## src/rtl/amber_pkg.sv

```systemverilog
package amber_pkg;

    localparam int data_w    = 24;
    localparam int addr_w    = 12;
    localparam int reg_idx_w = 4;
    localparam int num_regs  = 16;

    localparam int opc_w = 4;
    localparam int imm_w = 12;

    // Lowest bit of each instruction field.
    localparam int opc_lsb = 20;
    localparam int rd_lsb  = 16;
    localparam int rs_lsb  = 12;
    localparam int rt_lsb  = 8;

    // An all-zero word decodes as NOP.
    localparam logic [data_w-1:0] nop_instr = '0;

    typedef enum logic [opc_w-1:0] {
        OPC_NOP  = 4'd0,
        OPC_ADD  = 4'd1,
        OPC_SUB  = 4'd2,
        OPC_AND  = 4'd3,
        OPC_OR   = 4'd4,
        OPC_XOR  = 4'd5,
        OPC_ADDI = 4'd6,  // rd = rs + sext(imm12).
        OPC_MOVI = 4'd7,  // rd = sext(imm12).
        OPC_BEQ  = 4'd8,  // Compares rd with rs.
        OPC_BNE  = 4'd9,
        OPC_JMP  = 4'd10  // Absolute target.
    } opc_e;

    // Opcodes 11 to 15 are reserved and treated as NOP by decode.

endpackage

```

## src/rtl/amber_fetch.sv

```systemverilog
`timescale 1ns/10ps

module amber_fetch import amber_pkg::*; (
    input  logic              iw_clk,
    input  logic              iw_rst,
    input  logic              branch_taken,
    input  logic [addr_w-1:0] branch_pc,
    output logic [addr_w-1:0] imem_addr,
    input  logic [data_w-1:0] imem_data,
    output logic [addr_w-1:0] if_pc,
    output logic [data_w-1:0] if_instr
);

    logic [addr_w-1:0] pc;

    assign imem_addr = pc;  // Memory answers in the same cycle.

    // Program counter and the instruction half of the stage register.
    always_ff @(posedge iw_clk or posedge iw_rst) begin
        if (iw_rst) begin
            pc       <= '0;
            if_instr <= nop_instr;
        end else if (branch_taken) begin
            pc       <= branch_pc;
            if_instr <= nop_instr;  // Drop the word fetched behind the branch.
        end else begin
            pc       <= pc + addr_w'(1);
            if_instr <= imem_data;
        end
    end

    always_ff @(posedge iw_clk) begin
        if_pc <= pc;
    end

endmodule

```

## src/rtl/amber_gp_regs.sv

```systemverilog
`timescale 1ns/10ps

module amber_gp_regs import amber_pkg::*; (
    input  logic                 iw_clk,
    input  logic                 iw_rst,
    input  logic [reg_idx_w-1:0] rd_addr_a,
    input  logic [reg_idx_w-1:0] rd_addr_b,
    output logic [data_w-1:0]    rd_data_a,
    output logic [data_w-1:0]    rd_data_b,
    input  logic                 wr_en,
    input  logic [reg_idx_w-1:0] wr_addr,
    input  logic [data_w-1:0]    wr_data
);

    logic [data_w-1:0] regs [num_regs];

    // R0 reads as zero and a write in flight bypasses the array.
    always_comb begin
        if (rd_addr_a == '0) begin
            rd_data_a = '0;
        end else if (wr_en && wr_addr == rd_addr_a) begin
            rd_data_a = wr_data;
        end else begin
            rd_data_a = regs[rd_addr_a];
        end
    end

    always_comb begin
        if (rd_addr_b == '0) begin
            rd_data_b = '0;
        end else if (wr_en && wr_addr == rd_addr_b) begin
            rd_data_b = wr_data;
        end else begin
            rd_data_b = regs[rd_addr_b];
        end
    end

    always_ff @(posedge iw_clk or posedge iw_rst) begin
        if (iw_rst) begin
            for (int i = 0; i < num_regs; i++) begin
                regs[i] <= '0;
            end
        end else if (wr_en && wr_addr != '0) begin
            regs[wr_addr] <= wr_data;
        end
    end

endmodule

```

## src/rtl/amber_decode.sv

```systemverilog
`timescale 1ns/10ps

module amber_decode import amber_pkg::*; (
    input  logic                 iw_clk,
    input  logic                 iw_rst,
    input  logic [addr_w-1:0]    if_pc,
    input  logic [data_w-1:0]    if_instr,
    output logic [reg_idx_w-1:0] rd_addr_a,
    output logic [reg_idx_w-1:0] rd_addr_b,
    input  logic [data_w-1:0]    rd_data_a,
    input  logic [data_w-1:0]    rd_data_b,
    input  logic                 flush,
    output opc_e                 ex_opc,
    output logic [reg_idx_w-1:0] ex_rd,
    output logic [reg_idx_w-1:0] ex_src_a,
    output logic [reg_idx_w-1:0] ex_src_b,
    output logic                 ex_we,
    output logic [data_w-1:0]    ex_a,
    output logic [data_w-1:0]    ex_b,
    output logic [data_w-1:0]    ex_imm,
    output logic [addr_w-1:0]    ex_pc
);

    logic [opc_w-1:0]     opc_raw;
    opc_e                 opc;
    logic [reg_idx_w-1:0] f_rd;
    logic [reg_idx_w-1:0] f_rs;
    logic [reg_idx_w-1:0] f_rt;
    logic [imm_w-1:0]     f_imm;
    logic                 is_branch;
    logic                 writes_rd;

    assign opc_raw = if_instr[opc_lsb +: opc_w];
    assign f_rd    = if_instr[rd_lsb +: reg_idx_w];
    assign f_rs    = if_instr[rs_lsb +: reg_idx_w];
    assign f_rt    = if_instr[rt_lsb +: reg_idx_w];
    assign f_imm   = if_instr[imm_w-1:0];

    always_comb begin
        if (opc_raw <= OPC_JMP) begin
            opc = opc_e'(opc_raw);
        end else begin
            opc = OPC_NOP;  // Reserved encodings.
        end
    end

    always_comb begin
        case (opc)
            OPC_ADD, OPC_SUB, OPC_AND, OPC_OR, OPC_XOR,
            OPC_ADDI, OPC_MOVI: writes_rd = (f_rd != '0);
            default:            writes_rd = 1'b0;
        endcase
    end

    assign is_branch = (opc == OPC_BEQ) || (opc == OPC_BNE);

    // Branches compare rd with rs.
    assign rd_addr_a = is_branch ? f_rd : f_rs;
    assign rd_addr_b = is_branch ? f_rs : f_rt;

    always_ff @(posedge iw_clk or posedge iw_rst) begin
        if (iw_rst) begin
            ex_opc <= OPC_NOP;
            ex_we  <= 1'b0;
        end else if (flush) begin
            ex_opc <= OPC_NOP;
            ex_we  <= 1'b0;
        end else begin
            ex_opc <= opc;
            ex_we  <= writes_rd;
        end
    end

    always_ff @(posedge iw_clk) begin
        ex_rd    <= f_rd;
        ex_src_a <= rd_addr_a;
        ex_src_b <= rd_addr_b;
        ex_a     <= rd_data_a;
        ex_b     <= rd_data_b;
        ex_imm   <= {{(data_w-imm_w){f_imm[imm_w-1]}}, f_imm};
        ex_pc    <= if_pc;
    end

endmodule

```

## src/rtl/amber_execute.sv

```systemverilog
`timescale 1ns/10ps

module amber_execute import amber_pkg::*; (
    input  logic                 iw_clk,
    input  logic                 iw_rst,
    input  opc_e                 ex_opc,
    input  logic [reg_idx_w-1:0] ex_rd,
    input  logic [reg_idx_w-1:0] ex_src_a,
    input  logic [reg_idx_w-1:0] ex_src_b,
    input  logic                 ex_we,
    input  logic [data_w-1:0]    ex_a,
    input  logic [data_w-1:0]    ex_b,
    input  logic [data_w-1:0]    ex_imm,
    input  logic [addr_w-1:0]    ex_pc,
    output logic                 branch_taken,
    output logic [addr_w-1:0]    branch_pc,
    output logic                 wb_we,
    output logic [reg_idx_w-1:0] wb_addr,
    output logic [data_w-1:0]    wb_data
);

    logic [data_w-1:0] op_a;
    logic [data_w-1:0] op_b;
    logic [data_w-1:0] result;
    logic [addr_w-1:0] offset;

    // Distance-one bypass from the writeback register.
    // Longer distances are covered by the register file.
    assign op_a = (wb_we && wb_addr == ex_src_a) ? wb_data : ex_a;
    assign op_b = (wb_we && wb_addr == ex_src_b) ? wb_data : ex_b;

    always_comb begin
        case (ex_opc)
            OPC_ADD:  result = op_a + op_b;
            OPC_SUB:  result = op_a - op_b;
            OPC_AND:  result = op_a & op_b;
            OPC_OR:   result = op_a | op_b;
            OPC_XOR:  result = op_a ^ op_b;
            OPC_ADDI: result = op_a + ex_imm;
            OPC_MOVI: result = ex_imm;
            default:  result = '0;
        endcase
    end

    always_comb begin
        case (ex_opc)
            OPC_BEQ: branch_taken = (op_a == op_b);
            OPC_BNE: branch_taken = (op_a != op_b);
            OPC_JMP: branch_taken = 1'b1;
            default: branch_taken = 1'b0;
        endcase
    end

    assign offset = ex_imm[addr_w-1:0];

    // JMP is absolute and conditional branches are PC relative.
    assign branch_pc = (ex_opc == OPC_JMP) ? offset : ex_pc + offset;

    always_ff @(posedge iw_clk or posedge iw_rst) begin
        if (iw_rst) begin
            wb_we <= 1'b0;
        end else begin
            wb_we <= ex_we;
        end
    end

    always_ff @(posedge iw_clk) begin
        wb_addr <= ex_rd;
        wb_data <= result;
    end

endmodule

```

## src/rtl/amber_core.sv

```systemverilog
`timescale 1ns/10ps

module amber_core import amber_pkg::*; (
    input  logic                 iw_clk,
    input  logic                 iw_rst,
    output logic [addr_w-1:0]    imem_addr,
    input  logic [data_w-1:0]    imem_data,
    output logic                 wb_we,
    output logic [reg_idx_w-1:0] wb_addr,
    output logic [data_w-1:0]    wb_data
);

    logic                 branch_taken;
    logic [addr_w-1:0]    branch_pc;
    logic [addr_w-1:0]    if_pc;
    logic [data_w-1:0]    if_instr;
    logic [reg_idx_w-1:0] rd_addr_a;
    logic [reg_idx_w-1:0] rd_addr_b;
    logic [data_w-1:0]    rd_data_a;
    logic [data_w-1:0]    rd_data_b;
    opc_e                 ex_opc;
    logic [reg_idx_w-1:0] ex_rd;
    logic [reg_idx_w-1:0] ex_src_a;
    logic [reg_idx_w-1:0] ex_src_b;
    logic                 ex_we;
    logic [data_w-1:0]    ex_a;
    logic [data_w-1:0]    ex_b;
    logic [data_w-1:0]    ex_imm;
    logic [addr_w-1:0]    ex_pc;

    amber_fetch u_fetch (
        .iw_clk       (iw_clk),
        .iw_rst       (iw_rst),
        .branch_taken (branch_taken),
        .branch_pc    (branch_pc),
        .imem_addr    (imem_addr),
        .imem_data    (imem_data),
        .if_pc        (if_pc),
        .if_instr     (if_instr)
    );

    amber_decode u_decode (
        .iw_clk    (iw_clk),
        .iw_rst    (iw_rst),
        .if_pc     (if_pc),
        .if_instr  (if_instr),
        .rd_addr_a (rd_addr_a),
        .rd_addr_b (rd_addr_b),
        .rd_data_a (rd_data_a),
        .rd_data_b (rd_data_b),
        .flush     (branch_taken),  // Kills the instruction behind the branch.
        .ex_opc    (ex_opc),
        .ex_rd     (ex_rd),
        .ex_src_a  (ex_src_a),
        .ex_src_b  (ex_src_b),
        .ex_we     (ex_we),
        .ex_a      (ex_a),
        .ex_b      (ex_b),
        .ex_imm    (ex_imm),
        .ex_pc     (ex_pc)
    );

    amber_gp_regs u_gp_regs (
        .iw_clk    (iw_clk),
        .iw_rst    (iw_rst),
        .rd_addr_a (rd_addr_a),
        .rd_addr_b (rd_addr_b),
        .rd_data_a (rd_data_a),
        .rd_data_b (rd_data_b),
        .wr_en     (wb_we),
        .wr_addr   (wb_addr),
        .wr_data   (wb_data)
    );

    amber_execute u_execute (
        .iw_clk       (iw_clk),
        .iw_rst       (iw_rst),
        .ex_opc       (ex_opc),
        .ex_rd        (ex_rd),
        .ex_src_a     (ex_src_a),
        .ex_src_b     (ex_src_b),
        .ex_we        (ex_we),
        .ex_a         (ex_a),
        .ex_b         (ex_b),
        .ex_imm       (ex_imm),
        .ex_pc        (ex_pc),
        .branch_taken (branch_taken),
        .branch_pc    (branch_pc),
        .wb_we        (wb_we),
        .wb_addr      (wb_addr),
        .wb_data      (wb_data)
    );

endmodule

```

## config.mk

```make
export PLATFORM = sky130hd
export DESIGN_NAME = amber_core
export DESIGN_NICKNAME = d
export VERILOG_FILES = /design/src/rtl/amber_pkg.sv /design/src/rtl/amber_fetch.sv /design/src/rtl/amber_gp_regs.sv /design/src/rtl/amber_decode.sv /design/src/rtl/amber_execute.sv /design/src/rtl/amber_core.sv
export SDC_FILE = /design/constraint.sdc
export NUM_CORES = 1
export LEC_CHECK = 0
export BUFFER_PORTS_ARGS = -buffer_cell sky130_fd_sc_hd__clkbuf_2
export CORE_MARGIN = 1
export CORE_UTILIZATION = 42
export CTS_CLUSTER_DIAMETER = 50
export DETAILED_ROUTE_END_ITERATION = 6
export GPL_ROUTABILITY_DRIVEN = 0
export HOLD_SLACK_MARGIN = 0.06
export PLACE_DENSITY_LB_ADDON = 0.05
export SETUP_SLACK_MARGIN = 0.1
export SLEW_MARGIN = 20
export SYNTH_ARGS = -nofsm -noshare
export SYNTH_HDL_FRONTEND = slang
export SYNTH_SLANG_ARGS = --single-unit
```

## constraint.sdc

```tcl
create_clock -name iw_clk -period 30.4 [get_ports iw_clk]
set_input_delay 6.08 -clock iw_clk [delete_from_list [all_inputs] [get_ports iw_clk]]
set_output_delay 6.08 -clock iw_clk [all_outputs]
set_load 0.02 [all_outputs]
```

==> flow_summary_export.csv <==
group,metric,value,unit
floorplan,die-width,275,um
synth,netlist_instances,3458,
cts,clkTransAtPathRegs,0.05,ns
flow_run,cap_viol_max_count,0,
sta,max-slew-margin-rel,21.6,%
worst_setup_path,path_depth,1,
synth,synth_nets,3593,
final_layout,insertedDiodeCount,0,
synth,synthArstFlopShare,77.5,%
sta,hold_viol_final,0,
final_layout,drive_gt1_share,20.1,%
global_route,busiest_layer,"met2",
floorplan,die_h,275,um
floorplan,io_pins,67,
global_route,grt_pass1_vias,26300,
final_layout,synthToLayoutAreaGrowth,11.5,%
sta,fin_crit,7.93,ns
global_route,grtUsageMet2,46.4,%
cts,clock_path_buffers,3,
placed_design,post-dp-hpwl,63.9,mm
power,power_frac_comb,35.9,%
floorplan,die_area,0.0758,sq mm
synth,synth.yosys.seq_area_share,41.9,%
worst_setup_path,crit_fanout,20,
drt,wl,112,mm
floorplan,coreArea,0.0735,sq mm
worst_setup_path,cp_slowest_cell,"dfxtp_1",
power,p_total,3.38,mW
worst_hold_path,hold_depth,0,
synth,syn_avg_cell_area,9.08,sq um
cts,insertion_delay,0.63,ns
run_status,violations,"DRC",
synth,yosysTopAreaCell,"dfrtp_1",
global_route,grt_max_degree,139,
drt,first_pass_iters,7,
floorplan,initial_core_util,42.7,%
sta,clock.fmax,0.126,GHz
drt,num_vias,26700,
worst_setup_path,path_buf_inv,1,
run_status,status,"finished with violations",
global_route,use_met3,4.96,%
worst_setup_path,crit_type,"reg -> out",
worst_hold_path,hold_path_class,"reg -> reg",
power,max-vdd-ir-drop,0.0562,mV
sta,finClkSkew,0.0299,ns
worst_setup_path,worstPathCellList,"clkbuf_2",
synth,synth_cell_types,79,
drt,wire_per_inst,25.6,um
drt,postRouteAntennaNets,0,
synth,synth_edf_count,0,
synth,yosys.cell_count.top_type,"nand2_1",
synth,synthFlopType,"dfrtp_1",
synth,synth_common_cells,"nand2_1 (853), dfrtp_1 (426), mux2_2 (382)",
synth,syn_area,0.0314,sq mm
final_layout,fin_nets,3486,
global_route,grt_pass1_wl,168,mm
sta,fin_crit_sh,26.1,%
cts,cts_sinks,550,
cts,ctsHoldBuffers,0,
power,power.share.sequential,36.7,%
global_route,grt_use_total,29.5,%
cts,cts_max_level,3,
worst_setup_path,cp_top_family,"flip-flops",
cts,cts_buffers,78,
sta,maxSlewViolCount,0,
global_route,grt_remaining_overflow,0,
floorplan,row_count,99,
cts,postCtsSetupRepairBufs,0,
power,switching_share,38.4,%
power,p_leak,15.3,nW
drt,drtIter0Drc,2675,
synth,ys_ff_latch,550,
worst_setup_path,cp.required,24.32,ns
power,p_sw,1.30,mW
synth,synth_area_leaders,"dfrtp_1 (34%), mux2_2 (14%), nand2_1 (10%), dfxtp_1 (7.9%), ha_1 (4.2%)",
power,p_int,2.08,mW
power,p_per_area,96.5,mW/mm^2
placed_design,placed_cells,4230,
worst_setup_path,cpPeakStageDelay,0.80,ns
drt,via_per_inst,6.11,
placed_design,dp_slack,21.82,ns
cts,ctsResizeCount,0,
final_layout,utilization,47.6,%
sta,setup_viol,0,
sta,tns,0,ns
global_route,antenna_found_initial,0,
drt,drc,1,
worst_setup_path,arrival,1.85,ns
synth,synth_top_area_share,34.0,%
cts,clk_root_buffer_cell,"clkbuf_16",
worst_setup_path,worstRegToRegCells,15,
final_layout,fin_cells,4375,
global_route,use_met1,38.7,%
worst_setup_path,cp-end-kind,"output port",
synth,yosysWarnings,0,
sta,fin_ws,22.47,ns
power,clock_power_share,27.4,%
cts,cts_tree,"built",
sta,tightest_slew,1.18,ns
worst_setup_path,start_kind,"flop",
placed_design,portBuffers,66,
sta,rsz0062_at_grt,"no",
==> state kept, by name (all words and copies together) (netlist names) <==
name,count
u_gp_regs.regs,384
u_execute.wb_addr,4
u_decode.ex_src_b,4
u_execute.wb_data,24
u_decode.ex_we,1
u_execute.wb_we,1
u_decode.ex_a,24
u_decode.ex_opc,4
u_decode.ex_b,24
u_fetch.imem_addr,12
u_decode.ex_src_a,4
u_fetch.if_pc,12
u_decode.ex_imm,12
u_decode.ex_rd,4
u_decode.ex_pc,12
u_fetch.if_instr,24
==> worst paths after layout <==
| check | slack, ns | end | start |
|---|---|---|---|
| max reg2reg | 24.64 | u_execute.wb_data[21] | u_execute.wb_addr[3] |
| min in group asynchronous | 5.54 | u_gp_regs.regs[378] | iw_rst |
| min reg2reg | 0.33 | u_execute.wb_addr[2] | u_decode.ex_rd[2] |
| min | 0.33 | u_execute.wb_addr[2] | u_decode.ex_rd[2] |
| max in group asynchronous | 22.56 | u_fetch.imem_addr[11] | iw_rst |
| max | 22.47 | wb_data[23] | u_execute.wb_data[23] |
==> per-stage QoR <==
step                      instance area (sq um)  hold WS [ns]
after floorplan                           31400         0.310
after global placement                    32300         0.310
after detailed placement                  32300         0.312
after CTS                                 35000         0.327
after global routing                      35000         0.334
final                                     35000         0.325
==> metal layers <==
layer	wire, um	up-vias
li1	-	11900
met1	46800	13400
met2	50800	1164
met3	8180	272
met4	6320	0
met5	0	-
==> cells in the final DEF (no fill, tap or decap), types with 54 or more instances in the layout <==
cell type,instances
a31oi_1,54
o21ai_0,60
inv_1,88
nor2_1,59
nand2_1,853
a311oi_1,144
buf_4,55
and3_1,107
nand3_1,202
dfxtp_1,124
clkbuf_16,79
ha_1,106
a21oi_1,138
dfrtp_1,426
mux2_2,382
clkbuf_2,66
==> cell families (layout without fill, tap and decap cells) <==
| group | Yosys count | after routing | share of synthesized area [%] |
|---|---|---|---|
| muxes | 423 | 423 | 15.1 |
| buffers and inverters | 405 | 363 | 5.33 |
| and+or+nand+nor | 1358 | 1358 | 19.1 |
| xor gates and xnor gates | 50 | 50 | 1.40 |
| adders and majority gates | 109 | 109 | 4.42 |
| AOI/OAI and AO/OA | 563 | 563 | 12.8 |
| DFF | 550 | 550 | 41.9 |
==> layout make-up <==
class                      instances  area, sq um
fill                            6906        38500
multi-input combinational       2503        16800
sequential                       550        13100
clock buffer                     105         2180
tap                              959         1200
timing repair buffer             125          806
clock inverter                    40          482
inverter                          93          372
==> power by group through the flow <==
stage                     clock network [mW]  logic (mW)  registers (mW)
final                                  0.924        1.21            1.24
after detailed placement                   0        1.20            1.24
after global placement                     0        1.18            1.23
after CTS                              0.942        1.20            1.23
after floorplan                            0       0.892            1.17
after global routing                   0.974        1.32            1.28
Power figures use the tool's default switching activity.
